===== config.mk =====
export PLATFORM = sky130hd
export DESIGN_NAME = approx_mul_top
export DESIGN_NICKNAME = d
export VERILOG_FILES = /design/src/hdl/mul_pkg.sv /design/src/hdl/prod_if.sv /design/src/hdl/approx_mul_16.sv /design/src/hdl/mul_stage.sv /design/src/hdl/error_monitor.sv /design/src/hdl/approx_mul_top.sv
export SDC_FILE = /design/constraint.sdc
export NUM_CORES = 1
export LEC_CHECK = 0
export BUFFER_PORTS_ARGS = -buffer_cell sky130_fd_sc_hd__buf_2
export CORE_UTILIZATION = 54
export CTS_CLUSTER_DIAMETER = 40
export DETAILED_ROUTE_END_ITERATION = 10
export PLACE_DENSITY = 0.72
export SLEW_MARGIN = 5
export SYNTH_ARGS = -nofsm -noshare
export SYNTH_HDL_FRONTEND = slang
export SYNTH_SLANG_ARGS = --single-unit

===== constraint.sdc =====
create_clock -name clk -period 7.6 [get_ports clk]
set_clock_uncertainty 0.05 [all_clocks]
set_input_delay 2.28 -clock clk [delete_from_list [all_inputs] [get_ports clk]]
set_output_delay 2.28 -clock clk [all_outputs]
set_load 0.05 [all_outputs]

===== src/hdl/mul_pkg.sv =====
`default_nettype none

package mul_pkg;

    // Signed two's-complement multiplier operand
    typedef logic signed [15:0] operand_t;

    // Full-width signed product, wraps modulo 2^32
    typedef logic signed [31:0] product_t;

    typedef logic [31:0] err_t;     // Absolute error magnitude
    typedef logic [15:0] count_t;   // Saturating statistics counter

    // Cycles from an input strobe to the product valid pulse
    localparam int unsigned MUL_LATENCY = 2;

    // The approximated rows only reach bit 22 of the sum
    localparam err_t ERR_BOUND = 32'h0100_0000;

endpackage

`default_nettype wire


===== src/hdl/prod_if.sv =====
`timescale 1ns/1ps
`default_nettype none

// Registered products from the multiplier stage to the error monitor
interface prod_if (
    input logic clk
);

    logic               valid;      // One-cycle pulse per sample
    mul_pkg::product_t  approx;     // Only meaningful while valid is high
    mul_pkg::product_t  exact;

    modport source (
        input  clk,
        output valid,
        output approx,
        output exact
    );

    modport sink (
        input  clk,
        input  valid,
        input  approx,
        input  exact
    );

endinterface

`default_nettype wire


===== src/hdl/approx_mul_16.sv =====
`timescale 1ns/1ps
`default_nettype none

module approx_mul_16 (
    input  mul_pkg::operand_t x,
    input  mul_pkg::operand_t y,
    output mul_pkg::product_t z
);

    // Baugh-Wooley partial products, one row per bit of x
    logic [15:0] pp [16];

    // Sparse correction terms standing in for rows 0 to 5
    logic [20:0] corr [6];

    for (genvar i = 0; i < 15; i++) begin : g_row
        assign pp[i] = {~(y[15] & x[i]), y[14:0] & {15{x[i]}}};
    end

    // The last row has its sign column inverted the other way
    assign pp[15] = {y[15] & x[15], ~(y[14:0] & {15{x[15]}})};

    always_comb begin
        for (int k = 0; k < 6; k++) begin
            corr[k] = '0;
        end

        corr[0][3]  = pp[0][3] | pp[1][2];
        corr[0][5]  = pp[0][4] & pp[1][3];
        corr[0][10] = pp[4][5] & pp[5][4];
        corr[0][11] = pp[0][11] ^ pp[1][10];
        corr[0][13] = pp[0][12] & pp[1][11];
        corr[0][15] = pp[4][10] & pp[5][9];
        // Row 1 sign bit plus the constant one at bit 16, as sum and carry
        corr[0][16] = ~pp[1][15];
        corr[0][17] = pp[1][15];
        corr[0][18] = pp[3][15];
        corr[0][19] = pp[4][14] & pp[5][13];
        corr[0][20] = pp[4][15] & pp[5][14];

        corr[1][3]  = pp[0][3] ^ pp[1][2];
        corr[1][5]  = pp[0][4] ^ pp[1][3];
        corr[1][13] = pp[2][11] ^ pp[3][10];
        corr[1][16] = pp[4][12] ^ pp[5][11];
        corr[1][17] = pp[2][14] ^ pp[3][13];
        corr[1][18] = pp[4][13] | pp[5][12];
        corr[1][19] = pp[4][15] ^ pp[5][14];
        corr[1][20] = pp[5][15];

        corr[2][5]  = pp[2][3] ^ pp[3][2];
        corr[2][17] = pp[2][15] ^ pp[3][14];

        corr[3][17] = pp[4][12] & pp[5][11];

        corr[4][17] = pp[4][12] ^ pp[5][11];

        corr[5][17] = pp[4][13] ^ pp[5][12];
    end

    always_comb begin
        z = 32'sh8000_0000;     // Constant one at bit 31
        for (int i = 6; i < 16; i++) begin
            z = z + (mul_pkg::product_t'(pp[i]) << i);  // Exact rows at their weight
        end
        for (int k = 0; k < 6; k++) begin
            z = z + mul_pkg::product_t'(corr[k]);
        end
    end

endmodule

`default_nettype wire


===== src/hdl/mul_stage.sv =====
`timescale 1ns/1ps
`default_nettype none

module mul_stage (
    input  logic              clk,
    input  logic              rst,
    input  logic              in_valid,
    input  mul_pkg::operand_t x,
    input  mul_pkg::operand_t y,
    prod_if.source            out
);

    mul_pkg::operand_t x_q;
    mul_pkg::operand_t y_q;
    logic              valid_q;
    mul_pkg::product_t approx_d;

    approx_mul_16 i_approx_mul_16 (
        .x (x_q),
        .y (y_q),
        .z (approx_d)
    );

    always_ff @(posedge clk) begin
        if (rst) begin
            valid_q   <= 1'b0;
            out.valid <= 1'b0;
        end else begin
            valid_q   <= in_valid;
            out.valid <= valid_q;
        end
    end

    // Operands only load on a strobe so idle cycles leave the datapath still
    always_ff @(posedge clk) begin
        if (in_valid) begin
            x_q <= x;
            y_q <= y;
        end
    end

    always_ff @(posedge clk) begin
        if (valid_q) begin
            out.approx <= approx_d;
            out.exact  <= mul_pkg::product_t'(x_q) * mul_pkg::product_t'(y_q);
        end
    end

    // A product pulse always traces back to a strobe MUL_LATENCY cycles earlier
    a_valid_from_strobe: assert property (
        @(posedge out.clk) disable iff (rst)
        out.valid |-> $past(in_valid, mul_pkg::MUL_LATENCY)
    );

endmodule

`default_nettype wire


===== src/hdl/error_monitor.sv =====
`timescale 1ns/1ps
`default_nettype none

module error_monitor (
    input  logic            clk,
    input  logic            rst,
    input  logic            clear,
    prod_if.sink            in,
    output mul_pkg::err_t   max_err,
    output mul_pkg::count_t sample_count,
    output mul_pkg::count_t hit_count
);

    mul_pkg::product_t diff;
    mul_pkg::err_t     abs_err;
    logic              hit;

    // Wrapped difference, so a full-scale miss still gives a true magnitude
    assign diff    = in.approx - in.exact;
    assign abs_err = diff[31] ? mul_pkg::err_t'(-diff) : mul_pkg::err_t'(diff);
    assign hit     = (abs_err == '0);

    always_ff @(posedge clk) begin
        if (rst || clear) begin     // Clear wins over a sample landing in the same cycle
            max_err      <= '0;
            sample_count <= '0;
            hit_count    <= '0;
        end else if (in.valid) begin
            if (abs_err > max_err) begin
                max_err <= abs_err;
            end

            if (sample_count != '1) begin
                sample_count <= sample_count + 1'b1;
            end

            if (hit && (hit_count != '1)) begin
                hit_count <= hit_count + 1'b1;
            end
        end
    end

    // The truncated rows of the multiplier must stay below the error bound
    a_err_bounded: assert property (
        @(posedge in.clk) disable iff (rst)
        in.valid |-> (abs_err < mul_pkg::ERR_BOUND)
    );

endmodule

`default_nettype wire


===== src/hdl/approx_mul_top.sv =====
`timescale 1ns/1ps
`default_nettype none

module approx_mul_top (
    input  logic              clk,
    input  logic              rst,
    input  logic              in_valid,
    input  mul_pkg::operand_t x,
    input  mul_pkg::operand_t y,
    input  logic              clear,
    output logic              out_valid,
    output mul_pkg::product_t product,
    output mul_pkg::product_t exact_product,
    output mul_pkg::err_t     max_err,
    output mul_pkg::count_t   sample_count,
    output mul_pkg::count_t   hit_count
);

    prod_if i_prod_if (
        .clk (clk)
    );

    mul_stage i_mul_stage (
        .clk      (clk),
        .rst      (rst),
        .in_valid (in_valid),
        .x        (x),
        .y        (y),
        .out      (i_prod_if.source)
    );

    error_monitor i_error_monitor (
        .clk          (clk),
        .rst          (rst),
        .clear        (clear),
        .in           (i_prod_if.sink),
        .max_err      (max_err),
        .sample_count (sample_count),
        .hit_count    (hit_count)
    );

    // Products leave at the same time the monitor sees them
    assign out_valid     = i_prod_if.valid;
    assign product       = i_prod_if.approx;
    assign exact_product = i_prod_if.exact;

endmodule

`default_nettype wire


# [Word-level counts from Yosys, hierarchy flattened]
# Cells that the tools add are included.
[op_classes] multipliers=1 reduce_logical=6 mux=1 n_addsub=20 n_bitwise=65 magnitude_cmp=1 n_eq_ne=2
[op_table] op="$and 15x15->15" count=14
[op_table] op="$add 32x19->32" count=4
[op_table] op="$add 32x22->32" count=2
[op_table] op="$add 16x1->16 const B" count=2
[op_table] op="$add 32x23->32 const A" count=1
[op_table] op="$add 32x24->32" count=1
[op_table] op="$add 32x25->32" count=1
[op_table] op="$add 32x26->32" count=1
[op_table] op="$add 32x27->32" count=1
[op_table] op="$add 32x28->32" count=1
[op_table] op="$add 32x29->32" count=1
[op_table] op="$add 32x30->32" count=1
[op_table] op="$add 32x31->32" count=1
[op_table] op="$add 32x32->32" count=1
[op_table] op="$gt 32x32->1" count=1
[op_table] op="$logic_not 32->1" count=1
[op_table] op="$mul 16x16->32" count=1
[op_table] op="$mux 32" count=1
[op_table] op="$ne 16x16->1 const B" count=2
[op_table] op="$neg 32->32" count=1
[op_table] op="$sub 32x32->32" count=1
[op_table] op="$and 1x1->1" count=22
[op_table] op="$not 15->15" count=1
[op_table] op="$not 1->1" count=14
[op_table] op="7 further kinds" count=19
[totals] elab_cells=105 inputBits=36 ff_bits=162 out_inout_bits=129

# [Logic depth before layout (Yosys ltp)]
# Gate-level depths: netlist (run 1).
[logic_depth] depth_word=18 mapped_depth=28 depth_no_buf=26

# [Modules after synthesis]
# A second synthesis (run 1) with hierarchy kept.
[hier_totals] cells_unflattened=2832 hier_area_um2=25929.9
[modules_own_cells] mod="mul_stage" area_each_um2=12798.5 instances=1 cells_each=1182
[modules_own_cells] mod="error_monitor" area_each_um2=6911.6 instances=1 cells_each=927
[modules_own_cells] mod="approx_mul_16" area_each_um2=6219.7 instances=1 cells_each=723

# [Least setup slack after synthesis (run 1)]
# No wires, ideal clock.
[synth_timing] path_kind="reg2reg" from="reg i_mul_stage.y_q[1]" to="reg i_mul_stage.out.exact[30] (data pin)" required_time_ps=7291 setup_ps=259 t_arrival_ps=6017 period_less_slack_ps=6326 path_stages_with_launch=24 setup_slack_ps=1274 cell_sequence="edfxtp_1 -> clkbuf_1 -> clkbuf_1 -> nand2_1 -> fa_1 -> fa_1 -> fa_1 -> fa_1 -> inv_1 -> fa_1 -> inv_1 -> fa_1 -> inv_1 -> ha_1 -> a21o_1 -> a21oi_1 -> o21ai_0 -> a21oi_1 -> o211ai_1 -> a21oi_1 -> nor3_1 -> o31ai_1 -> nor4bb_1 -> a211o_1"
[synth_between] elab_chain_len=1
[synth_lines] element="start: declaration" line="mul_stage.sv:14" text="mul_pkg::operand_t y_q;"
[synth_lines] element="start signal: assignment" line="mul_stage.sv:38" text="y_q <= y;"
[synth_lines] element="$mul 16x16->32" line="mul_stage.sv:45" text="out.exact <= mul_pkg::product_t'(x_q) * mul_pkg::product_t'(y_q);"
[synth_lines] element="end signal: assignment" line="mul_stage.sv:45"
[synth_lines] element="end: declaration" line="prod_if.sv:17" text="output exact"
# No other way between the ends.
# A chain may end at the register's enable or synchronous reset.

# [Worst setup path after layout (run 1)]
[layout_timing] from="reg i_mul_stage.x_q[8]" to="reg i_mul_stage.out.exact[30] (data pin)"
[layout_between] elab_chain_len=1
[layout_lines] element="start: declaration" line="mul_stage.sv:13" text="mul_pkg::operand_t x_q;"
[layout_lines] element="start signal: assignment" line="mul_stage.sv:37" text="x_q <= x;"
[layout_lines] element="$mul 16x16->32" line="mul_stage.sv:45"
# No other way between the ends.

==> impl_metrics.ini, run 1 <==
[setup_path]
reg2regPathDepth = 21
cp_max_fo = 17
cp_data_required_time_ns = 7.78
crit_path_start_kind = flip-flop
end_kind = flip-flop
reg2reg_slack_ns = 0.57
rr_endpoint = i_mul_stage.out.exact[30]$_DFFE_PP_
rr_startpoint = i_mul_stage.x_q[8]$_DFFE_PP_
cp.arrival_ns = 7.22
crit_type = flip-flop to flip-flop

[hold_path]
holdPathStages = 2
min_path_type = flip-flop to flip-flop
min_from = i_error_monitor.max_err[28]$_SDFFE_PP0P_
hold_end = i_error_monitor.max_err[28]$_SDFFE_PP0P_

[cts]
cts_tree = done
htreeDepth = 4
post_cts_resized = 0
post_cts_buffers = 0
cts_buffers = 17
cts_root_buffer = clkbuf_16
clock_path_buffers = 2
insertion_delay_ns = 0.49
cts.sinks = 159
clkSlewWorstSetupHoldPaths_ns = 0.07
hold_buffers = 0

[synthesis]
synthDistinctLibCells = 92
synth_flop_cell = edfxtp_1
netlist_area_um2 = 24570
ys_warn_count = 0
async_flop_share = 0
synth_seq_area_share = 0.1674
ys_ff_latch = 159
syn_inst = 2597
synth-edff-count = 93
avgSynthCellArea_um2 = 9.463

[global_routing]
grt_use_met2 = 0.4612
grt_usage = 0.2796
grt_max_degree = 76
grt-ovfl-total = 0
antenna_found_initial = 2
busiest_layer = met2
grt_pass1_wl_um = 100600
met3_usage = 0.04841
grt.met1_usage = 0.3759
grt_pass1_vias = 19002

[timing]
fin_crit_sh = 0.9255
max_freq_ghz = 0.1422
slew_headroom = 0.4374
maxSlewViolCount = 0
fin_setup_tns_ns = 0
hold_violations = 0
finalSetupViolCount = 0
tightest_slew_ns = 0.8439
rsz0062_at_grt = false
period_needed_ns = 7.034

[status]
status = completed

[placed_design]
place_congestion = 0.9422
port_buffers = 161
hpwlAfterDp_um = 52270

[finish]
areaGrowthSynthToFinish_pct = 7.917
layout-drive-gt1-share = 0.09623
antenna_cells = 0
layout.nets = 3380
fill_cells = 3916

[route]
viasPerCell = 5.509
drcViolationCount = 0
drtAntennaViolNets = 0
drt_iter0_markers = 1287
drt-pass1-iter-count = 5
wire_per_inst_um = 18.64
wirelength_um = 61980
num_vias = 18316

[job]
maxCapViolCount = 0

[floorplanning]
initial_core_util = 0.5521
io_pins = 165
die-width_um = 215.3
rows = 77
core_area_um2 = 44510
die_y_um = 215.3
die-area_um2 = 46370
==> how the worst max path moves through the flow <==
stage | startpoint | endpoint | slack, ns | depth (start not counted)
detailed placement | i_mul_stage.x_q[10]$_DFFE_PP_ | i_mul_stage.out.exact[30]$_DFFE_PP_ | 0.60 | 21
CTS | i_mul_stage.x_q[10]$_DFFE_PP_ | i_mul_stage.out.exact[30]$_DFFE_PP_ | 0.57 | 21
finish | i_mul_stage.x_q[8]$_DFFE_PP_ | i_mul_stage.out.exact[30]$_DFFE_PP_ | 0.57 | 21
floorplan | i_mul_stage.y_q[1]$_DFFE_PP_ | i_mul_stage.out.exact[30]$_DFFE_PP_ | 1.27 | 23
global placement | i_mul_stage.x_q[4]$_DFFE_PP_ | i_mul_stage.out.approx[31]$_DFFE_PP_ | 0.70 | 24
global route | i_mul_stage.x_q[8]$_DFFE_PP_ | i_mul_stage.out.approx[31]$_DFFE_PP_ | 0.14 | 25
==> cells in the mapped netlist, types with 11 or more instances <==
library cell / number / area share
edfxtp_1: 93 / 0.11
clkbuf_1: 63 / 0.0096
nor2b_1: 13 / 0.0033
buf_2: 11 / 0.0022
and2_1: 123 / 0.031
nor2_1: 94 / 0.014
o21a_1: 19 / 0.0058
nand2b_1: 12 / 0.0031
fa_1: 386 / 0.31
mux2i_1: 38 / 0.015
nand4_1: 16 / 0.0041
a21oi_1: 83 / 0.017
a21o_1: 31 / 0.0095
xor2_1: 39 / 0.014
dfxtp_1: 66 / 0.054
and3_1: 19 / 0.0048
or3_1: 22 / 0.0056
nor3_1: 30 / 0.0061
ha_1: 238 / 0.12
o21bai_1: 13 / 0.0040
nand3_1: 46 / 0.0094
xnor2_1: 85 / 0.030
o31ai_1: 11 / 0.0034
inv_1: 534 / 0.082
a31oi_1: 14 / 0.0036
o21ai_0: 48 / 0.0098
nand2_1: 267 / 0.041
==> critical path, stage by stage (launching register included) <==
cell and delay, ns:
edfxtp_1 0.75, nand2_1 0.20, fa_1 0.56, fa_1 0.58
fa_1 0.46, fa_1 0.49, inv_1 0.05, fa_1 0.53
inv_1 0.06, fa_1 0.52, inv_1 0.04, ha_1 0.34
a21o_1 0.20, a21oi_1 0.20, o21ai_0 0.13, a21oi_1 0.30
o211ai_1 0.14, a21oi_1 0.24, nor3_1 0.12, o31ai_1 0.44
nor4bb_1 0.11, a211o_1 0.25
==> stage by stage <==
stage / worst slack, ns / instance area (um^2) / instances / hold slack (ns) / util
after floorplan: 1.274 / 24580 / 2599 / 0.5945 / -
after global placement: 0.7035 / 25980 / 3293 / 0.4055 / 0.5838
after detailed placement: 0.5985 / 25980 / 3293 / 0.4163 / 0.5838
after CTS: 0.5725 / 26520 / 3325 / 0.4259 / 0.5958
after global routing: 0.1434 / 26520 / 3325 / 0.4513 / 0.5958
final: 0.5664 / 26520 / 3325 / 0.4224 / 0.5958
==> cell usage in the layout (no fill, tap or decap), types with 31 or more instances in the layout <==
cell      count
a21o_1       31
a21oi_1      83
and2_1      123
buf_2       161
dfxtp_1      65
edfxtp_1     93
fa_1        386
ha_1        238
inv_1       534
mux2i_1      38
nand2_1     267
nand3_1      46
nor2_1       93
o21ai_0      48
xnor2_1      84
xor2_1       39
==> layer usage <==
metal  up-vias  share of wire
li1       8589              -
met1      9009           0.44
met2       613           0.47
met3       103          0.062
met4         2          0.025
met5         -        0.00021
==> state kept, by name, summed over array words and instances (netlist names) <==
signal,cells
i_error_monitor.max_err,32
i_mul_stage.out.exact,32
i_mul_stage.out.approx,29
i_error_monitor.hit_count,16
i_error_monitor.sample_count,16
i_mul_stage.x_q,16
i_mul_stage.y_q,16
i_mul_stage.out.valid,1
i_mul_stage.valid_q,1
==> final cells by class <==
type                       instances  area, um^2  area share
clock inverter                    14       107.6    0.004057
sequential                       159        4115      0.1552
timing repair buffer             185       998.5     0.03765
multi-input combinational       1823       18120      0.6834
tap                              592       740.7     0.02793
clock buffer                      18       429.2     0.01618
inverter                         534        2004     0.07558
==> cell families (layout without fill, tap and decap cells) <==
logic type | after synthesis | after routing | synth area share
AO/OA/AOI/OAI | 325 | 325 | 0.09429
XOR/XNOR | 126 | 126 | 0.04603
adder cells (fa/ha/maj) | 626 | 626 | 0.4364
buffers and inverters | 617 | 751 | 0.09602
flip-flops | 159 | 159 | 0.1674
multiplexers | 40 | 40 | 0.01639
other | 1 | 3 | 0.0001526
AND/OR/NAND/NOR | 703 | 703 | 0.1433
Power of run 1 is left out: the tool's default activity adds up to more than one toggle a clock period on the data nets, which glitch-free logic cannot reach.
==> run 2, diff against run 1 <==
Settings changed: SYNTH_HIERARCHICAL from default to 1.
==> run 2 against run 1 <==
First-iteration DRC count down 5.4%. Synthesized area rose by 5.5%. Register-to-register slack better by 0.03 ns. Hold slack better by 0.015 ns. Setup slack better by 0.027 ns. Core utilization is 0.084 points lower. Synthesized cell count up 9.0%. Global-route usage grew 0.54 points. Non-clock buffer count up 11. Die area is 5.5% higher. Largest cell class unchanged.
==> impl_metrics.ini, run 2 <==
[synthesis]
synth.top_cell.area_share = 0.3057
synth.area.mux_share = 0.005404
synth_top_family_by_area = adder cells
synth_compound_area_frac = 0.1049
synthSimpleGateAreaFrac = 0.1740
synth_seq_area_share = 0.1621
async_flop_share = 0
syn_inst = 2832
yosysMostFrequentCell = inv_1
ys_ff_latch = 162
synthDistinctLibCells = 102
avgSynthCellArea_um2 = 9.156
synth-edff-count = 96
synth_xor_area_frac = 0.03918
synthTopCellsByArea = fa_1, ha_1, edfxtp_1
ys_warn_count = 6
synth-adder-area-share = 0.4211
synth_area_leader_cell = fa_1
netlist_area_um2 = 25930
synthTopCellsByCount = inv_1, fa_1, nand2_1, ha_1, and2_1
synth_flop_cell = edfxtp_1

[finish]
areaGrowthSynthToFinish_pct = 7.735
fin_util = 0.5950
final_common_cell = inv_1
most-common-layout-cells = inv_1, fa_1, nand2_1
layout-drive-gt1-share = 0.09214
layout.nets = 3610
fin_cells = 3560
reg_top3 = i_error_monitor/max_err: 32 flops, i_mul_stage/out.approx: 32 flops, i_mul_stage/out.exact: 32 flops

[cts]
cts_root_buffer = clkbuf_16
cts.sinks = 162
cts_buffers = 17
post_cts_resized = 0
htreeDepth = 4
hold_buffers = 0
clock_path_buffers = 2
insertion_delay_ns = 0.50
cts_tree = done
clkSlewWorstSetupHoldPaths_ns = 0.08
post_cts_buffers = 0

[global_routing]
antenna_found_initial = 1
grt.met1_usage = 0.3574
grt_max_degree = 66
grt_use_met2 = 0.4985
grt_pass1_vias = 21416
met3_usage = 0.04302
grt_usage = 0.2850
grt_pass1_wl_um = 110300
busiest_layer = met2
grt-ovfl-total = 0

[route]
drcViolationCount = 0
num_vias = 20448
wire_per_inst_um = 19.09
drt_iter0_markers = 1217
wirelength_um = 67950
drt-pass1-iter-count = 5
viasPerCell = 5.744
drtAntennaViolNets = 0

[status]
status = completed

[placed_design]
hpwlAfterDp_um = 55500
dp.cells = 3527
place_congestion = 0.9022
pre_cts_ws_ns = 0.7025
port_buffers = 164

[setup_path]
critical_path.top_delay_family = compound AO/OA/AOI/OAI gates
cpMostUsedCell = a21o_1
worst-path-buf-inv = 3
crit_path_start_kind = flip-flop
cp_slowest_stage_delay_ns = 0.58
crit_type = flip-flop to flip-flop
critical_path.slowest_cell = xor2_1
cp.arrival_ns = 7.29
end_kind = flip-flop
cp_max_fo = 41
cp_data_required_time_ns = 7.89

[timing]
fin_crit_sh = 0.9219
slew_headroom = 0.1575
tightest_slew_ns = 1.264
maxSlewViolCount = 0
hold_violations = 0
rsz0062_at_grt = false
fin_ws_ns = 0.5935
max_freq_ghz = 0.1427
finalSetupViolCount = 0
fin_setup_tns_ns = 0
period_needed_ns = 7.007

[floorplanning]
die-area_um2 = 48900
die-width_um = 221.1
die_y_um = 221.1
rows = 79
initial_core_util = 0.5523
core_area_um2 = 46950
io_pins = 165

[hold_path]
min_path_type = flip-flop to flip-flop

[job]
maxCapViolCount = 0
run 2: cell count changes after synthesis, sizes merged, moves of 15 or more:
cell,change
inv,-15
mux2i,-24
clkbuf,+25
a21o,+15
nand2,+52
a211oi,+29
and2,+92
o21ai,+24
a21oi,+17
nor2,+28
run 2: worst paths after layout:
check	slack [ns]	cells after the start	start	endpoint
setup / recovery	0.59	27	i_mul_stage/out.approx[0]$_DFFE_PP_	i_error_monitor/max_err[8]$_SDFFE_PP0P_
hold / removal	0.44	2	i_error_monitor/max_err[28]$_SDFFE_PP0P_	i_error_monitor/max_err[28]$_SDFFE_PP0P_
setup reg to reg	0.59	27	i_mul_stage/out.approx[0]$_DFFE_PP_	i_error_monitor/max_err[8]$_SDFFE_PP0P_
hold reg to reg	0.44	2	i_error_monitor/max_err[28]$_SDFFE_PP0P_	i_error_monitor/max_err[28]$_SDFFE_PP0P_
run 2: per-stage QoR:
step | instance area (um^2) | hold WS [ns]
2_1_floorplan | 25940 | 0.5965
3_3_place_gp | 27310 | 0.4186
3_5_place_dp | 27310 | 0.4303
4_1_cts | 27930 | 0.4412
5_1_grt | 27930 | 0.4618
6_report | 27940 | 0.4376
run 2: layer usage:
metal  vias to the layer above  share of wire
met2                       739           0.50
met5                         -              0
met3                       143          0.054
met4                         0          0.029
met1                     10235           0.42
li1                       9331              -
run 2: kinds of logic (layout without fill, tap and decap cells):
family	count (synthesis)	count (layout)
multiplexers	14	14
buffers and inverters	629	747
other	1	4
AND/OR/NAND/NOR	878	878
XOR/XNOR	116	116
adder cells (fa/ha/maj)	635	635
flip-flops	162	162
AO/OA/AOI/OAI	397	397
run 2: worst min-delay path: stages, from the launching register on:
cell and delay [ns]:
dfxtp_1 0.31, inv_1 0.07, a211oi_1 0.06
run 2: area by class of cell:
class | count | area [um^2]
multi-input combinational | 2043 | 19330
fill | 4076 | 19020
tap | 607 | 759.5
antenna | 1 | 2.502
clock inverter | 14 | 175.2
sequential | 162 | 4205
inverter | 519 | 1948
clock buffer | 18 | 450.4
timing repair buffer | 196 | 1061
Power of run 2 is left out for the same reason.
